--- config.mk ---
export PLATFORM = sky130hd
export DESIGN_NAME = dsp_ctrl
export DESIGN_NICKNAME = d
export VERILOG_FILES = /design/src/verilog/dsp_ctrl_pkg.sv /design/src/verilog/seq_decode.sv /design/src/verilog/move_decode.sv /design/src/verilog/issue_stage.sv /design/src/verilog/dsp_ctrl.sv
export SDC_FILE = /design/constraint.sdc
export NUM_CORES = 1
export LEC_CHECK = 0
export BUFFER_PORTS_ARGS = -buffer_cell sky130_fd_sc_hd__buf_4
export CORE_MARGIN = 4
export CORE_UTILIZATION = 51
export DETAILED_ROUTE_END_ITERATION = 16
export PLACE_DENSITY = 0.8
export SKIP_LAST_GASP = 1
export SYNTH_ARGS = -nofsm -noshare
export SYNTH_HDL_FRONTEND = slang
export SYNTH_HIERARCHICAL = 1
export SYNTH_SLANG_ARGS = --single-unit
export TNS_END_PERCENT = 50
--- constraint.sdc ---
create_clock -name clk -period 1.7 [get_ports clk]
set_input_delay 0 -clock clk [delete_from_list [all_inputs] [get_ports clk]]
set_output_delay 0 -clock clk [all_outputs]
set_load 0.1 [all_outputs]
--- src/verilog/dsp_ctrl_pkg.sv ---
/*
 * Shared types and constants for the DSP16-style decode and issue stage.
 * Holds the T field codes, the Y pointer step encoding and the two
 * control structs passed from the decoders to the issue stage.
 */

package dsp_ctrl_pkg;

    typedef logic [15:0] word_t;      // Instruction or immediate word
    typedef logic [4:0]  t_code_t;    // T field, insn[15:11]
    typedef logic [2:0]  reg_sel_t;   // r_field and rsel
    typedef logic [1:0]  acc_sel_t;   // a_field
    typedef logic [10:0] do_data_t;   // Loop count and length
    typedef logic [8:0]  short_imm_t;

    // T codes. Pairs that ignore bit 11 are named by their even value
    localparam t_code_t T_GOTO_JA   = 5'b00000;
    localparam t_code_t T_SHORT_IMM = 5'b00010;
    localparam t_code_t T_CALL_JA   = 5'b10000;
    localparam t_code_t T_GOTO_B    = 5'b11000;
    localparam t_code_t T_R_ACC0    = 5'b01001;
    localparam t_code_t T_R_ACC1    = 5'b01011;
    localparam t_code_t T_LONG_IMM  = 5'b01010;
    localparam t_code_t T_RAM_LOAD  = 5'b01111;
    localparam t_code_t T_RAM_STORE = 5'b01100;
    localparam t_code_t T_F1_Y      = 5'b00110;
    localparam t_code_t T_F1_AY     = 5'b00111;
    localparam t_code_t T_F1_XY     = 5'b10110;
    localparam t_code_t T_IF_CON    = 5'b11010;
    localparam t_code_t T_DO        = 5'b01110;

    // Destination groups for long immediate and RAM loads
    localparam reg_sel_t DEST_YAAU = 3'd0;
    localparam reg_sel_t DEST_DAU  = 3'd2;

    // Short immediate targets j, k, rb, re sit at the top of the map
    localparam reg_sel_t SHORT_R_FLIP = 3'b100;

    // Values line up with the YAAU inc_sel codes
    typedef enum logic [1:0] {
        Y_DEC    = 2'd0,  // *rN--
        Y_HOLD   = 2'd1,  // *rN
        Y_INC    = 2'd2,  // *rN++
        Y_STEP_J = 2'd3   // *rN++j
    } y_step_t;

    typedef struct packed {
        logic     goto_ja;
        logic     call_ja;
        logic     goto_b;
        logic     iret;
        logic     con_check;  // Next instruction is conditional
        logic     do_start;
        do_data_t do_data;
        logic     two_cycle;
        logic     pc_halt;
        logic     fault;      // Unsupported T code
    } seq_ctl_t;

    typedef struct packed {
        logic       short_load;
        logic       long_load;
        logic       acc_load;
        logic       ram_load;
        logic       ram_we;
        logic       post_load;  // Y pointer update
        logic [1:0] y_field;
        y_step_t    y_step;
        reg_sel_t   r_field;
        reg_sel_t   rsel;
        acc_sel_t   a_field;
        logic       acc_sel;
        logic       dau_dec_en;
        logic       dau_imm_load;
        logic       dau_acc_load;
        logic       dau_ram_load;
        logic       dau_acc_ram;
        logic       st_a0h;
        logic       st_a1h;
        short_imm_t short_imm;
    } move_ctl_t;

endpackage

--- src/verilog/seq_decode.sv ---
/*
 * Sequencing decode of one instruction word, purely combinational.
 * Produces branch requests, do-loop start, the condition latch request
 * and instruction length. Any T code outside the supported set flags
 * a fault. Branch gating is left to the issue stage.
 */

`timescale 1ns/1ps

module seq_decode (
    input  dsp_ctrl_pkg::word_t    insn,
    output dsp_ctrl_pkg::seq_ctl_t seq_next
);
    import dsp_ctrl_pkg::*;

    t_code_t t_code;

    assign t_code = insn[15:11];

    always_comb begin
        seq_next = '0;
        case (t_code)
            T_GOTO_JA, T_GOTO_JA | 5'd1: begin
                seq_next.goto_ja   = 1'b1;
                seq_next.two_cycle = 1'b1;
                seq_next.pc_halt   = 1'b1;
            end

            T_CALL_JA, T_CALL_JA | 5'd1: begin
                seq_next.call_ja   = 1'b1;
                seq_next.two_cycle = 1'b1;
                seq_next.pc_halt   = 1'b1;
            end

            T_GOTO_B: begin // ret, iret, goto pt, call pt
                seq_next.goto_b    = 1'b1;
                seq_next.iret      = (insn[10:8] == 3'd1);
                seq_next.two_cycle = 1'b1;
                seq_next.pc_halt   = 1'b1;
            end

            T_IF_CON: begin
                // icall variant has bit 10 set and does nothing here
                seq_next.con_check = ~insn[10];
            end

            T_DO: begin
                seq_next.do_start  = 1'b1;
                seq_next.do_data   = insn[10:0];
                // Zero length means redo, which refetches
                seq_next.two_cycle = (insn[10:7] == 4'd0);
                seq_next.pc_halt   = (insn[10:7] == 4'd0);
            end

            T_LONG_IMM: begin
                seq_next.two_cycle = 1'b1; // Second word is the data, pc runs on
            end

            T_R_ACC0, T_R_ACC1, T_RAM_LOAD, T_RAM_STORE: begin
                seq_next.two_cycle = 1'b1;
                seq_next.pc_halt   = 1'b1;
            end

            // Single cycle, nothing to sequence
            T_SHORT_IMM, T_SHORT_IMM | 5'd1, T_F1_Y, T_F1_AY, T_F1_XY: begin
                seq_next.fault = 1'b0;
            end

            default: begin
                seq_next.fault = 1'b1;
            end
        endcase
    end

endmodule

--- src/verilog/move_decode.sv ---
/*
 * Data-move decode of one instruction word, purely combinational.
 * Selects register loads, RAM access, accumulator routing, DAU enables
 * and the Y pointer post-modify. Codes it does not handle give all zero.
 */

`timescale 1ns/1ps

module move_decode (
    input  dsp_ctrl_pkg::word_t     insn,
    output dsp_ctrl_pkg::move_ctl_t move_next
);
    import dsp_ctrl_pkg::*;

    t_code_t  t_code;
    reg_sel_t dest;     // Destination group of loads
    y_step_t  y_step;

    assign t_code = insn[15:11];
    assign dest   = insn[9:7];

    // Post-modify of the Y pointer from the low two bits
    always_comb begin
        case (insn[1:0])
            2'd0:    y_step = Y_HOLD;
            2'd1:    y_step = Y_INC;
            2'd2:    y_step = Y_DEC;
            default: y_step = Y_STEP_J;
        endcase
    end

    always_comb begin
        move_next = '0;
        case (t_code)
            T_SHORT_IMM, T_SHORT_IMM | 5'd1: begin // j, k, rb, re
                move_next.short_load = 1'b1;
                move_next.short_imm  = insn[8:0];
                move_next.r_field    = insn[11:9] ^ SHORT_R_FLIP;
            end

            T_LONG_IMM: begin
                move_next.long_load    = (dest == DEST_YAAU);
                move_next.dau_imm_load = (dest == DEST_DAU);
                move_next.r_field      = insn[6:4];
            end

            T_R_ACC0, T_R_ACC1: begin
                move_next.r_field      = insn[6:4];
                move_next.a_field      = {1'b1, insn[12]}; // a0 or a1
                move_next.acc_sel      = 1'b1;
                move_next.acc_load     = (insn[8:7] == 2'd0);
                move_next.dau_acc_load = (insn[8:7] == 2'd2);
            end

            T_RAM_LOAD, T_RAM_STORE: begin
                move_next.rsel      = insn[8:6];
                move_next.r_field   = insn[6:4];
                move_next.post_load = 1'b1;
                move_next.y_field   = insn[3:2];
                move_next.y_step    = y_step;
                if (t_code == T_RAM_STORE) begin
                    move_next.ram_we = 1'b1;
                end else if (!insn[10]) begin
                    move_next.ram_load     = (dest == DEST_YAAU);
                    move_next.dau_ram_load = (dest == DEST_DAU);
                end
            end

            T_F1_Y, T_F1_AY: begin
                move_next.dau_dec_en = 1'b1;
                move_next.a_field    = insn[10:9];
                move_next.post_load  = 1'b1;
                move_next.y_field    = insn[3:2];
                move_next.y_step     = y_step;
                // Accumulator high half goes to RAM
                if (insn[11]) begin
                    move_next.dau_acc_ram = 1'b1;
                    move_next.st_a0h      = insn[10];
                    move_next.st_a1h      = ~insn[10];
                end
            end

            T_F1_XY: begin
                move_next.dau_dec_en   = 1'b1;
                move_next.dau_ram_load = 1'b1;
                move_next.r_field      = 3'd0; // x register
                move_next.post_load    = 1'b1;
                move_next.y_field      = insn[3:2];
                move_next.y_step       = y_step;
            end

            default: begin
                move_next = '0;
            end
        endcase
    end

endmodule

--- src/verilog/issue_stage.sv ---
/*
 * Issue register for both decodes. On each cen edge the stage either
 * drops the fetch that follows a two-cycle instruction or registers the
 * new decode, with branches gated by the pending condition.
 * The fault flag stays set until reset.
 */

`timescale 1ns/1ps

module issue_stage (
    input                                 clk,
    input                                 rst,
    input                                 cen,
    input                                 con_result,
    input  dsp_ctrl_pkg::seq_ctl_t  seq_next,
    input  dsp_ctrl_pkg::move_ctl_t move_next,
    output dsp_ctrl_pkg::seq_ctl_t  seq,
    output dsp_ctrl_pkg::move_ctl_t moves,
    output logic                          no_int
);
    import dsp_ctrl_pkg::*;

    logic      second;     // Second cycle of a two-cycle instruction pending
    logic      con_pend;
    logic      con_ok;
    seq_ctl_t  seq_d;
    move_ctl_t moves_d;

    // Condition comes from the last issued if CON
    assign con_pend = seq.con_check;
    assign con_ok   = ~con_pend | con_result;
    assign no_int   = ~second; // No interrupt between the two cycles

    always_comb begin
        if (second) begin
            seq_d       = '0;
            seq_d.fault = seq.fault;
            moves_d     = '0;
        end else begin
            seq_d         = seq_next;
            seq_d.goto_ja = seq_next.goto_ja & con_ok;
            seq_d.call_ja = seq_next.call_ja & con_ok;
            seq_d.goto_b  = seq_next.goto_b & (con_ok | seq_next.iret); // iret always taken
            seq_d.fault   = seq_next.fault | seq.fault;
            moves_d       = move_next;
        end
    end

    always_ff @(posedge clk or posedge rst) begin
        if (rst) begin
            seq    <= '0;
            moves  <= '0;
            second <= 1'b0;
        end else if (cen) begin
            seq    <= seq_d;
            moves  <= moves_d;
            second <= ~second & seq_next.two_cycle;
        end
    end

endmodule

--- src/verilog/dsp_ctrl.sv ---
/*
 * Top level of the decode and issue stage.
 * Both decoders look at the same instruction word; the issue stage
 * registers their results. The raw word also leaves as long_imm.
 */

`timescale 1ns/1ps

module dsp_ctrl (
    input                                 clk,
    input                                 rst,
    input                                 cen,
    input  dsp_ctrl_pkg::word_t     insn,
    input                                 con_result,
    output dsp_ctrl_pkg::seq_ctl_t  seq,
    output dsp_ctrl_pkg::move_ctl_t moves,
    output dsp_ctrl_pkg::word_t     long_imm,
    output logic                          no_int
);
    import dsp_ctrl_pkg::*;

    seq_ctl_t  seq_next;
    move_ctl_t move_next;

    // Data word of a long immediate follows on the same bus
    assign long_imm = insn;

    seq_decode u_seq_decode (
        .insn     (insn),
        .seq_next (seq_next)
    );

    move_decode u_move_decode (
        .insn      (insn),
        .move_next (move_next)
    );

    issue_stage u_issue_stage (
        .clk        (clk),
        .rst        (rst),
        .cen        (cen),
        .con_result (con_result),
        .seq_next   (seq_next),
        .move_next  (move_next),
        .seq        (seq),
        .moves      (moves),
        .no_int     (no_int)
    );

endmodule

Word-level counts from Yosys, hierarchy flattened
Cells that the tools add are included.
{ "word_totals": {"register_bits": 56, "input_bits": 20, "out_inout_bits": 72} }
{ "op_classes": {"eq_ne": 21, "n_mux": 32, "bitwise_logic": 11, "n_reduce_logical": 18} }
{ "ops": {"columns": ["op", "n"], "rows": [
  ["35-bit two-way mux", 1],
  ["5-bit by 4-bit equality test with 1-bit output, second input constant", 6],
  ["5-bit equality test, second input constant", 5],
  ["20-bit two-way mux", 1],
  ["17-bit OR reduction", 1],
  ["1-bit two-way mux", 16],
  ["12-bit two-way mux", 1],
  ["2-bit OR reduction", 6],
  ["5-bit by 2-bit equality test with 1-bit output, second input constant", 2],
  ["5-bit by 3-bit equality test with 1-bit output, second input constant", 2],
  ["10-bit OR reduction", 1],
  ["5-bit OR reduction", 2],
  ["3-bit two-way mux", 3],
  ["9-bit two-way mux", 1],
  ["9-bit OR reduction", 1],
  ["1-bit case mux with 2 select lines", 3],
  ["2-bit case mux with 3 select lines", 1],
  ["3-bit case mux with 2 select lines", 1],
  ["5-bit by 1-bit equality test with 1-bit output, second input constant", 1],
  ["5-bit zero test", 1],
  ["5-bit two-way mux", 1],
  ["1-bit bitwise AND", 4],
  ["2-bit equality test, second input constant", 2],
  ["2-bit zero test", 2],
  ["other kinds (11)", 17]
]} }

Depth between registers and ports, before layout
{ "logic_depth": {"depth_word": 5, "ltp_mapped": 6, "mapped_depth_nobuf": 5} }

Modules after synthesis
The synthesis kept the hierarchy.
{ "modules_own_cells": {"columns": ["mod", "instances", "cells_per_inst", "area_each_um2", "seq_area_each_um2"], "rows": [
  ["issue_stage", 1, 136, 2034.5, 1376.3],
  ["move_decode", 1, 67, 430.4, 0.0],
  ["seq_decode", 1, 47, 355.3, 0.0],
  ["dsp_ctrl", 1, 16, 120.1, 0.0]
]} }

Worst setup path before layout
No wires, ideal clock.
{ "synth_timing": {"path_type": "reg-to-reg", "from": "register u_issue_stage/seq[2] (netlist name)", "to": "register u_issue_stage/seq[2] (netlist name)", "setup_time_ps": 160, "t_arrival_ps": 1198, "required_ps": 1540, "slack_ps": 343, "path_stages_with_launch": 3, "path_buffers": 0, "synth_period_minus_slack_ps": 1357, "cell_sequence": "dfrtp_1 inv_1 o21ai_0"} }

Final worst setup path
{ "layout_timing": {"from": "input cen", "to": "register u_issue_stage/seq[3] (netlist name)"} }
{ "layout_lines": {"columns": ["element", "line_no", "source"], "rows": [
  ["start: declaration", "dsp_ctrl.sv:12", "input cen,"]
]} }
No word-level cell between the ends.

==> out/results.ini <==
[timing]
worst_slew_pin_slew_ps = 664
setup_tns_ps = 0
fin_crit_sh_pct = 71.0
finalHoldViolations = 0
fmax_ghz = 0.828
drv_slew = 0
whs_ps = 40.1
finalSetupViolCount = 0
worst_clock_skew_ps = 5.96
finalCriticalPeriod_ps = 1210
rsz0062_at_grt = no
max_slew_margin_pct = 55.5

[logic_synthesis]
synth-edff-count = 0
synth_top_area_cell = dfrtp_1
synth_cells = 266
syn_nets = 288
netlist_area_mm2 = 0.00294
synthArstFlopShare_pct = 100
yosysTopAreaCellShare_pct = 46.8
avgSynthCellArea_um2 = 11.1
ys_types = 53
synth-seq-cells = 55
synth_flop_cell = dfrtp_1
yosys_warnings = 6
synthTopCellsByArea = dfrtp_1 47%, a22o_1 15%, buf_4 5.4%
seq_area_frac_synth_pct = 46.8

[die]
io_pins = 92
fp.coreArea_mm2 = 0.00554
die_x_um = 83.9
start_util_pct = 53.1
num_rows = 27
fp.dieH_um = 83.9
dieArea_mm2 = 0.00704

[routing]
dr.pass1.iters = 6
antenna_left = 0
vias_per_cell = 5.63
wl_mm = 7.18
num_vias = 2281
drc = 0
dr.first_iter.drc_count = 204
wire_per_inst_um = 17.7

[power_and_ir_drop]
vdd_drop_max_uv = 483
p_per_area_mw_per_mm2 = 907
leakage_nw = 1.82

[placed_design]
dp_hpwl_mm = 5.06
port-buffer-count = 91
gp_congestion = 0.833

[critical_path]
start_kind = input port
cp_data_arrival_time_ps = 1450
cp.required_ps = 1940
critPathKind = input port to flop
end_kind = flop
critical_path.max_fanout = 29

[layout]
fillers = 457
fin_nets = 354
area_growth_syn_to_layout_pct = 24.0
n_antenna_cell = 0
layout_commonest_cell = buf_4
drive_above_1_share_pct = 34.2
most-common-layout-cells = 92 x buf_4, 55 x dfrtp_1, 52 x a22o_1

[clocking]
cts_buffers = 5
htree_levels = 2
cts_buffer_depth = 2
cts.sinks = 55
post_cts_buffers = 0
cts_root_buf = clkbuf_8
tritoncts = yes
path_clk_slew_ps = 100
insertion_delay_ps = 300

[global_routing]
grt.total_usage_pct = 20.9
grt_max_degree = 52
grt_pass1_wl_mm = 12.0
grt_pass1_vias = 2337
antenna_found_initial = 0
overflow = 0

[status]
outcome = finished, final reports clean

[hold_path]
hold_class = input port to flop

[job]
cap_viol_max_count = 0

-- report_power, final --
group          leakage, nW  internal, mW  switching (mW)  total, mW
Sequential           0.755          1.35          0.0304       1.38
Clock               0.0644         0.587           0.425       1.01
Combinational        0.998         0.212           0.704      0.916
-- flip-flops by register name (all words and copies together), names as in the netlist --
| register | flops |
|---|---|
| u_issue_stage/con_pend | 1 |
| u_issue_stage/moves | 35 |
| u_issue_stage/seq | 19 |
-- cells by family (layout without fill, tap and decap cells) --
kind of cell,after synthesis,after routing,share of synthesized area [%]
and+or+nand+nor,84,84,18.8
AOI/OAI and AO/OA,75,75,21.5
DFF,55,55,46.8
buffers and inverters,47,114,11.1
adders and majority gates,2,2,0.851
xor gates and xnor gates,2,2,0.596
muxes,1,1,0.340
-- final cells by class --
| cell class | instances | area, µm² | share of cell area (%) |
|---|---|---|---|
| sequential | 55 | 1380 | 37.8 |
| multi-input combinational | 164 | 1240 | 34.0 |
| timing repair buffer | 97 | 771 | 21.1 |
| tap | 72 | 90.1 | 2.47 |
| clock buffer | 5 | 68.8 | 1.89 |
| clock inverter | 3 | 67.6 | 1.85 |
| inverter | 9 | 33.8 | 0.927 |
-- synth_stat cells (all sizes together), types with 2 or more instances --
master,count
nor4,9
o21ai,3
clkbuf,5
and2,24
and2b,2
a22o,52
nand2b,6
ha,2
a21oi,3
a211oi,3
nand3b,3
and3b,2
nor3,5
dfrtp,55
inv,9
nor2,8
nand2,9
nor3b,4
buf,33
o32ai,2
a31oi,2
nor2b,5
-- worst paths after layout --
path                                      endpoint                 start  slack [ps]  depth (start not counted)
min in group asynchronous   u_issue_stage/moves[6]                   rst         340                          3
hold reg to reg               u_issue_stage/seq[0]  u_issue_stage/seq[0]         490                          1
setup / recovery              u_issue_stage/seq[3]                   cen         490                          5
setup reg to reg           u_issue_stage/moves[26]  u_issue_stage/seq[2]         560                          3
max in group asynchronous  u_issue_stage/moves[24]                   rst         770                          4
hold / removal              u_issue_stage/moves[4]               insn[4]          40                          3
-- per-stage QoR --
stage / instance area, µm² / std cells / setup slack, ps / utilization [%] / total power, mW
finish: 3640 / 405 / 492 / 65.8 / 3.30
CTS: 3640 / 405 / 503 / 65.8 / 3.33
global placement: 3490 / 395 / 443 / 63.0 / 2.31
floorplan: 2940 / 266 / 343 / - / 2.14
global route: 3640 / 405 / 428 / 65.8 / 3.44
detailed placement: 3490 / 395 / 412 / 63.0 / 2.32
-- timing repair --
item                      CTS  global route
resized for setup           0             0
hold endpoints to repair   31             0
hold buffers                2             0
-- per-layer routing --
layer	track usage (%)	part of all wire, %	up-vias	wire length, µm
li1	-	-	1091	-
met3	5.13	5.8	4	413
met2	35.1	48	71	3470
met1	27.7	45	1115	3270
met4	3.65	0.42	0	30
met5	0	0	-	0
-- critical path, stage by stage --
cell and delay, ps:
dlygate4sd3_1 530, buf_4 170, inv_2 340, buf_12 240, a22o_1 160
Note: power is estimated with default switching activity, not from simulation.
